--- src/source/pitaya_pkg.sv ---
package pitaya_pkg;

  ////////////////////
  // sizes
  ////////////////////

  // analog channels, shared by ADC and DAC
  localparam int NCH = 2;
  // raw converter word
  localparam int ADC_RAW_W = 16;
  localparam int SMP_W = 14;
  localparam int MUL_W = 16;
  // 16384 is unity gain
  localparam int GAIN_SHIFT = 14;
  // saturation limits for a 14 bit sample
  localparam int SMP_MAX = 8191;
  localparam int SMP_MIN = -8192;

  ////////////////////
  // register map
  ////////////////////

  localparam logic [3:0] REG_CTL = 4'd0;
  // one register per channel from here on
  localparam logic [3:0] REG_ADC_CAL0 = 4'd1;
  localparam logic [3:0] REG_DAC_CAL0 = 4'd3;

  typedef logic signed [SMP_W-1:0] smp_t;

  // gain and offset word
  typedef struct packed {
    logic signed [MUL_W-1:0] mul;
    logic [1:0] rsv;
    logic signed [SMP_W-1:0] sum;
  } cal_t;

  // control word, loopback enable per channel
  typedef struct packed {
    logic [32-NCH-1:0] rsv;
    logic [NCH-1:0] loop;
  } ctl_t;

  // write data, meaning depends on address
  typedef union packed {
    cal_t cal;
    ctl_t ctl;
  } cfg_data_u;

  typedef struct packed {
    logic en;
    logic [3:0] addr;
    cfg_data_u data;
  } cfg_wr_t;

  // sample stream, no back-pressure
  typedef struct packed {
    logic vld;
    smp_t [NCH-1:0] dat;
  } smp_stream_t;

  typedef struct packed {
    logic pos;
    logic neg;
  } trg_t;

endpackage

--- src/source/calib_regs.sv ---
`timescale 1ns/100ps

module calib_regs import pitaya_pkg::*; (
  input  logic adc_clk,
  input  logic top_rst,
  // register write port
  input  cfg_wr_t cfg_i,
  // settings
  output cal_t [NCH-1:0] adc_cal_o,
  output cal_t [NCH-1:0] dac_cal_o,
  output logic [NCH-1:0] loop_o
);

  // unity gain, no offset
  localparam cal_t CAL_RST = '{mul: MUL_W'(1 << GAIN_SHIFT), rsv: 2'b00, sum: '0};

  logic ctl_hit;
  logic [NCH-1:0] adc_hit;
  logic [NCH-1:0] dac_hit;

  ////////////////////
  // address decode
  ////////////////////

  always_comb begin
    ctl_hit = cfg_i.en && (cfg_i.addr == REG_CTL);
    for (int i = 0; i < NCH; i++) begin
      // one register per channel
      adc_hit[i] = cfg_i.en && (cfg_i.addr == REG_ADC_CAL0 + 4'(i));
      dac_hit[i] = cfg_i.en && (cfg_i.addr == REG_DAC_CAL0 + 4'(i));
    end
  end

  ////////////////////
  // register file
  ////////////////////

  // unmapped addresses hit nothing
  always_ff @(posedge adc_clk, posedge top_rst) begin
    if (top_rst) begin
      adc_cal_o <= {NCH{CAL_RST}};
      dac_cal_o <= {NCH{CAL_RST}};
      loop_o <= '0;
    end else begin
      // control word view of the data
      if (ctl_hit) begin
        loop_o <= cfg_i.data.ctl.loop;
      end
      // calibration view of the same data
      for (int i = 0; i < NCH; i++) begin
        if (adc_hit[i]) begin
          adc_cal_o[i] <= cfg_i.data.cal;
        end
        if (dac_hit[i]) begin
          dac_cal_o[i] <= cfg_i.data.cal;
        end
      end
    end
  end

endmodule

--- src/source/linear_cal.sv ---
`timescale 1ns/100ps

module linear_cal import pitaya_pkg::*; (
  input  logic adc_clk,
  input  logic top_rst,
  // sample stream in
  input  smp_stream_t s_i,
  // gain and offset per channel
  input  cal_t [NCH-1:0] cal_i,
  // calibrated stream out
  output smp_stream_t s_o
);

  // full product, and the shifted sum with one guard bit
  localparam int PRD_W = SMP_W + MUL_W;
  localparam int SUM_W = PRD_W - GAIN_SHIFT + 1;

  logic vld1_q;
  logic vld2_q;
  logic signed [PRD_W-1:0] prd_q [NCH];
  logic signed [SUM_W-1:0] acc [NCH];
  smp_t [NCH-1:0] sat;
  smp_t [NCH-1:0] dat_q;

  // valid follows the data through both stages
  always_ff @(posedge adc_clk, posedge top_rst) begin
    if (top_rst) begin
      vld1_q <= 1'b0;
      vld2_q <= 1'b0;
    end else begin
      vld1_q <= s_i.vld;
      vld2_q <= vld1_q;
    end
  end

  ////////////////////
  // stage 1 multiply
  ////////////////////

  always_ff @(posedge adc_clk) begin
    for (int i = 0; i < NCH; i++) begin
      if (s_i.vld) begin
        prd_q[i] <= $signed(s_i.dat[i]) * $signed(cal_i[i].mul);
      end
      // stage 2 register, saturated sum
      if (vld1_q) begin
        dat_q[i] <= sat[i];
      end
    end
  end

  ////////////////////
  // stage 2 offset
  ////////////////////

  always_comb begin
    for (int i = 0; i < NCH; i++) begin
      // scale back, then add offset
      acc[i] = SUM_W'(prd_q[i] >>> GAIN_SHIFT) + SUM_W'($signed(cal_i[i].sum));
      // clamp to sample range
      if (acc[i] > SMP_MAX) begin
        sat[i] = SMP_W'(SMP_MAX);
      end else if (acc[i] < SMP_MIN) begin
        sat[i] = SMP_W'(SMP_MIN);
      end else begin
        sat[i] = acc[i][SMP_W-1:0];
      end
    end
  end

  assign s_o = {vld2_q, dat_q};

endmodule

--- src/source/adc_frontend.sv ---
`timescale 1ns/100ps

module adc_frontend import pitaya_pkg::*; (
  input  logic adc_clk,
  input  logic top_rst,
  // converter pins
  input  logic [NCH-1:0][ADC_RAW_W-1:0] adc_dat_i,
  // loopback enable per channel
  input  logic [NCH-1:0] loop_i,
  // calibrated DAC stream for loopback
  input  smp_stream_t dac_cal_i,
  // selected stream toward calibration
  output smp_stream_t adc_sel_o
);

  logic adc_vld_q;
  smp_t [NCH-1:0] adc_q;

  // converter runs freely, valid once out of reset
  always_ff @(posedge adc_clk, posedge top_rst) begin
    if (top_rst) begin
      adc_vld_q <= 1'b0;
    end else begin
      adc_vld_q <= 1'b1;
    end
  end

  // input register, low two bits dropped
  // sign kept, rest inverted
  always_ff @(posedge adc_clk) begin
    for (int i = 0; i < NCH; i++) begin
      adc_q[i] <= {adc_dat_i[i][ADC_RAW_W-1], ~adc_dat_i[i][ADC_RAW_W-2 -: SMP_W-1]};
    end
  end

  ////////////////////
  // loopback select
  ////////////////////

  always_comb begin
    // invalid if any looped channel lacks DAC data
    adc_sel_o.vld = adc_vld_q & ~|(loop_i & {NCH{~dac_cal_i.vld}});
    for (int i = 0; i < NCH; i++) begin
      adc_sel_o.dat[i] = loop_i[i] ? dac_cal_i.dat[i] : adc_q[i];
    end
  end

endmodule

--- src/source/dac_backend.sv ---
`timescale 1ns/100ps

module dac_backend import pitaya_pkg::*; (
  input  logic adc_clk,
  input  logic top_rst,
  // calibrated samples
  input  smp_stream_t s_i,
  // converter pins
  output logic [NCH-1:0][SMP_W-1:0] dac_dat_o,
  output logic dac_rst_o
);

  logic [NCH-1:0][SMP_W-1:0] code;

  // signed to negative slope unsigned
  always_comb begin
    for (int i = 0; i < NCH; i++) begin
      code[i] = {s_i.dat[i][SMP_W-1], ~s_i.dat[i][SMP_W-2:0]};
    end
  end

  // output register, holds last word without valid
  always_ff @(posedge adc_clk, posedge top_rst) begin
    if (top_rst) begin
      dac_dat_o <= '0;
    end else if (s_i.vld) begin
      dac_dat_o <= code;
    end
  end

  // converter reset, released one edge after top reset
  always_ff @(posedge adc_clk, posedge top_rst) begin
    if (top_rst) begin
      dac_rst_o <= 1'b1;
    end else begin
      dac_rst_o <= 1'b0;
    end
  end

endmodule

--- src/source/gpio_debounce.sv ---
`timescale 1ns/100ps

module gpio_debounce import pitaya_pkg::*; #(
  // counter width
  parameter int unsigned CW = 20,
  // stable cycles before a change is taken
  parameter int unsigned LEN = 62500
) (
  input  logic adc_clk,
  input  logic top_rst,
  // raw pin
  input  logic d_i,
  // edge pulses
  output trg_t trg_o
);

  logic [1:0] sync_q;
  logic lvl_q;
  logic [CW-1:0] cnt_q;

  // two flop synchronizer, bit 1 is safe
  always_ff @(posedge adc_clk, posedge top_rst) begin
    if (top_rst) begin
      sync_q <= 2'b00;
    end else begin
      sync_q <= {sync_q[0], d_i};
    end
  end

  ////////////////////
  // stability count
  ////////////////////

  always_ff @(posedge adc_clk, posedge top_rst) begin
    if (top_rst) begin
      lvl_q <= 1'b0;
      cnt_q <= '0;
      trg_o <= '0;
    end else begin
      // pulses last one cycle
      trg_o <= '0;
      if (sync_q[1] == lvl_q) begin
        // input agrees, restart count
        cnt_q <= '0;
      end else if (cnt_q == CW'(LEN - 1)) begin
        // LEN differing cycles, take new level
        cnt_q <= '0;
        lvl_q <= sync_q[1];
        trg_o.pos <= sync_q[1];
        trg_o.neg <= ~sync_q[1];
      end else begin
        cnt_q <= cnt_q + 1'b1;
      end
    end
  end

endmodule

--- src/source/analog_top.sv ---
`timescale 1ns/100ps

module analog_top import pitaya_pkg::*; #(
  // debounce counter width and length, 0.5 ms at 125 MHz
  parameter int unsigned DEB_CW = 20,
  parameter int unsigned DEB_LEN = 62500
) (
  input  logic adc_clk,
  input  logic top_rst,
  // register write port
  input  cfg_wr_t cfg_i,
  // ADC pins
  input  logic [NCH-1:0][ADC_RAW_W-1:0] adc_dat_i,
  // generator stream toward DAC
  input  smp_stream_t dac_i,
  // expansion pin for the trigger
  input  logic exp_i,
  // acquired stream
  output smp_stream_t acq_o,
  // DAC pins, both channels in parallel
  output logic [NCH-1:0][SMP_W-1:0] dac_dat_o,
  output logic dac_rst_o,
  output trg_t trg_o
);

  cal_t [NCH-1:0] adc_cal;
  cal_t [NCH-1:0] dac_cal_cfg;
  logic [NCH-1:0] loop;
  // calibrated DAC stream, also the loopback source
  smp_stream_t dac_cal;
  // ADC or loopback samples before calibration
  smp_stream_t adc_sel;

  ////////////////////
  // settings
  ////////////////////

  calib_regs regs (
    .adc_clk   (adc_clk),
    .top_rst   (top_rst),
    .cfg_i     (cfg_i),
    .adc_cal_o (adc_cal),
    .dac_cal_o (dac_cal_cfg),
    .loop_o    (loop)
  );

  ////////////////////
  // ADC path
  ////////////////////

  adc_frontend frontend (
    .adc_clk   (adc_clk),
    .top_rst   (top_rst),
    .adc_dat_i (adc_dat_i),
    .loop_i    (loop),
    .dac_cal_i (dac_cal),
    .adc_sel_o (adc_sel)
  );

  linear_cal adc_lin (.adc_clk (adc_clk), .top_rst (top_rst), .s_i (adc_sel),
                      .cal_i (adc_cal), .s_o (acq_o));

  ////////////////////
  // DAC path
  ////////////////////

  linear_cal dac_lin (.adc_clk (adc_clk), .top_rst (top_rst), .s_i (dac_i),
                      .cal_i (dac_cal_cfg), .s_o (dac_cal));

  dac_backend backend (.adc_clk (adc_clk), .top_rst (top_rst), .s_i (dac_cal),
                       .dac_dat_o (dac_dat_o), .dac_rst_o (dac_rst_o));

  // trigger from expansion pin
  gpio_debounce #(.CW (DEB_CW), .LEN (DEB_LEN)) debounce (
    .adc_clk (adc_clk),
    .top_rst (top_rst),
    .d_i     (exp_i),
    .trg_o   (trg_o)
  );

endmodule

--- config.mk ---
export PLATFORM = sky130hd
export DESIGN_NAME = analog_top
export DESIGN_NICKNAME = d
export VERILOG_FILES = /design/src/source/pitaya_pkg.sv /design/src/source/calib_regs.sv /design/src/source/linear_cal.sv /design/src/source/adc_frontend.sv /design/src/source/dac_backend.sv /design/src/source/gpio_debounce.sv /design/src/source/analog_top.sv
export SDC_FILE = /design/constraint.sdc
export NUM_CORES = 2
export LEC_CHECK = 0
export BUFFER_PORTS_ARGS = -buffer_cell sky130_fd_sc_hd__buf_2
export CORE_MARGIN = 3
export CORE_UTILIZATION = 30
export CTS_BUF_LIST = sky130_fd_sc_hd__clkbuf_8
export CTS_CLUSTER_DIAMETER = 150
export DETAILED_ROUTE_END_ITERATION = 8
export PLACE_DENSITY_LB_ADDON = 0.2
export SLEW_MARGIN = 20
export SYNTH_ARGS = -nofsm -noshare
export SYNTH_HDL_FRONTEND = slang
export SYNTH_SLANG_ARGS = --single-unit
--- constraint.sdc ---
create_clock -name adc_clk -period 8.7 [get_ports adc_clk]
set_clock_uncertainty 0.2 [all_clocks]
set_input_delay 0.435 -clock adc_clk [delete_from_list [all_inputs] [get_ports adc_clk]]
set_output_delay 0.435 -clock adc_clk [all_outputs]
set_load 0.05 [all_outputs]
==> flow_summary.json <==
{
  "status": "complete, no violations",
  "ys_types": 80,
  "cts_tree": "built",
  "met3_usage_pct": 2.25,
  "final_cells": 6893,
  "max_slew.worst_pin.slew_ns": 0.987,
  "netlist.top_cell.by_area": "fa_1",
  "clk_pin_slew_ns": 0.06,
  "crit_start": "regs.loop_o[0]$_DFFE_PP0P_",
  "routed_wl_um": 122000,
  "drtIter0Drc": 1323,
  "cap_violations": 0,
  "grt_max_degree": 64,
  "synth_seq_cells": 329,
  "vias": 31376,
  "finalCriticalPeriod_ns": 7.69,
  "avgSynthCellArea_um2": 10.0,
  "synth_top_area_share_pct": 37.4,
  "core_um2": 155000,
  "final-seq-area_um2": 8700,
  "hp-class": "input pin to flop",
  "grt_antenna_before_repair": 20,
  "cts_post_setup_buffers_inserted": 0,
  "crit_path_max_incr_delay_ns": 0.90,
  "tns_ns": 0,
  "grt_pass1_wl_um": 199000,
  "grt_pass1_vias": 34836,
  "dieWidth_um": 401,
  "cts_resized": 0,
  "cts.path.max_buffers": 3,
  "fp.dieH_um": 401,
  "postSynthCellCount": 4664,
  "fillers": 16092,
  "start_util_pct": 30.3,
  "slew_headroom_pct": 34.2,
  "yosysMostFrequentCell": "inv_1",
  "finish.net_count": 6107,
  "io_pins": 161,
  "crit_arrival_ns": 7.91,
  "clock.fmax_ghz": 0.130,
  "cp_max_fo": 16,
  "dpl.hpwl_um": 96900,
  "root_buffer": "clkbuf_8",
  "grt_overflow": 0,
  "cts_max_level": 2,
  "ys_warn_count": 0,
  "ant_nets": 0,
  "endpoint_kind": "flop",
  "clock_sinks": 329,
  "grt.total_usage_pct": 15.8,
  "r2r-end": "adc_lin.prd_q[0][29]$_DFFE_PP_",
  "multiInputGateArea_um2": 33600,
  "synth-main-ff-cell": "dfrtp_1",
  "met1_usage_pct": 21.6,
  "dp.cells": 6730,
  "dieArea_um2": 161000,
  "area_growth_pct": 10.1,
  "cp.required_ns": 8.92,
  "reg2reg_slack_ns": 1.01,
  "rsz0062_at_grt": "no",
  "syn_nets": 5978,
  "synthTopCellsByCount": "1,047 x inv_1, 876 x fa_1, 426 x nand2_1",
  "hold_violations": 0,
  "io_buffers": 154,
  "use_met2_pct": 26.9,
  "startpoint_type": "flop",
  "r2r_cells": 25,
  "insertion_delay_ns": 0.74,
  "cp_slowest_cell": "dfrtp_1",
  "drc": 0,
  "layout-drive-gt1-share_pct": 9.35,
  "worstReg2RegStart": "regs.loop_o[0]$_DFFE_PP0P_",
  "ys_seq_area_share_pct": 18.6,
  "gp_congestion": 0.785,
  "cts_made_buffers": 61,
  "num_rows": 144,
  "dr.pass1.iters": 5,
  "via_per_inst": 4.55,
  "hold_depth": 3,
  "setup_viol": 0,
  "report.final.slew_viol_count": 0,
  "ys_top_cells_by_area": "fa_1 37%, dfrtp_1 9.4%, ha_1 9.0%",
  "crit_type": "flop to flop",
  "syn-cell-area_um2": 46800,
  "grt_busiest_layer": "met2",
  "drt-wirelength-per-cell_um": 17.7,
  "cp-endpoint": "adc_lin.prd_q[0][29]$_DFFE_PP_",
  "async_flop_share_pct": 55.0,
  "fin_crit_sh_pct": 88.4,
  "synth_edf_count": 120
}
## through the flow
step / utilization (%) / setup WS [ns] / hold WS [ns] / instance area [um2]
floorplan: - / 1.76 / 0.131 / 46800
global placement: 32.2 / 1.04 / 0.178 / 49800
detailed placement: 32.2 / 0.998 / 0.176 / 49800
CTS: 33.3 / 0.930 / 0.000690 / 51500
global route: 33.4 / 0.488 / 0.00712 / 51600
finish: 33.4 / 1.01 / 0.0557 / 51600
## state kept, by name, summed over array words and instances (netlist names), 2 cells and up
name / count
debounce.sync_q: 2
regs.loop_o: 2
frontend.adc_q: 28
debounce.cnt_q: 20
regs.dac_cal_o: 60
adc_lin.s_o: 28
debounce.trg_o: 2
backend.dac_dat_o: 28
dac_lin.s_o: 28
adc_lin.prd_q: 32
dac_lin.prd_q: 32
regs.adc_cal_o: 60
## routing by layer
layer  wire [um]  vias up
li1            -    14471
met1       56500    16289
met2       58000      502
met3        5720      114
met4        1940        0
met5           0        -
## layout make-up
cell class	count	area share (%)
Inverter	1048	7.64
Multi-Input combinational cell	3133	65.2
Clock buffer	68	1.81
Clock inverter	48	0.822
Tap cell	2044	4.96
Timing Repair Buffer	220	2.70
Sequential cell	329	16.9
Antenna cell	3	0.0146
## timing repair
action	4_1_cts	5_1_grt
hold endpoints to repair	130	0
endpoints found under the setup margin	0	0
hold buffers	43	0
## cells in the final DEF (no fill, tap or decap), types with 68 or more instances in the layout
cell / n
mux2_2: 141
inv_1: 1059
buf_2: 154
and2_1: 296
clkbuf_8: 68
nand2_1: 426
nor2_1: 139
nor2b_1: 144
ha_1: 337
dfrtp_1: 174
fa_1: 876
o21ai_0: 83
xnor2_1: 111
edfxtp_1: 120
a21oi_1: 106
## worst min-delay path by stage
stage	start	end
finish	cfg_i[33]	regs.adc_cal_o[31]$_DFFE_PP0P_
global route	cfg_i[10]	regs.dac_cal_o[10]$_DFFE_PP0P_
CTS	dac_i[28]	dac_lin.vld1_q$_DFF_PP0_
detailed placement	debounce.sync_q[0]$_DFF_PP0_	debounce.sync_q[1]$_DFF_PP0_
global placement	debounce.sync_q[0]$_DFF_PP0_	debounce.sync_q[1]$_DFF_PP0_
floorplan	debounce.sync_q[0]$_DFF_PP0_	debounce.sync_q[1]$_DFF_PP0_
## critical path: cells and delay by family, from the launching register on
family / cells / cell delay [ns]
AOI/OAI and AO/OA: 7 / 1.97
and+or+nand+nor: 2 / 0.22
xor gates and xnor gates: 1 / 0.08
buffers and inverters: 7 / 0.57
adders and majority gates: 7 / 3.15
muxes: 1 / 0.28
DFF: 1 / 0.90
## cells by family (layout without fill, tap and decap cells)
group | count (synthesis) | after routing | share of synthesized area (%)
mux | 157 | 157 | 3.75
xor+xnor | 163 | 163 | 3.05
compound gates | 388 | 388 | 5.43
simple gates | 1210 | 1210 | 13.1
other cells | 2 | 5 | 0.0160
flops | 329 | 329 | 18.6
fa+ha+maj | 1213 | 1213 | 46.4
buf+inv | 1202 | 1384 | 9.68
Power is left out: the tool's default activity adds up to more than one toggle a clock period on the data nets, which glitch-free logic cannot reach.
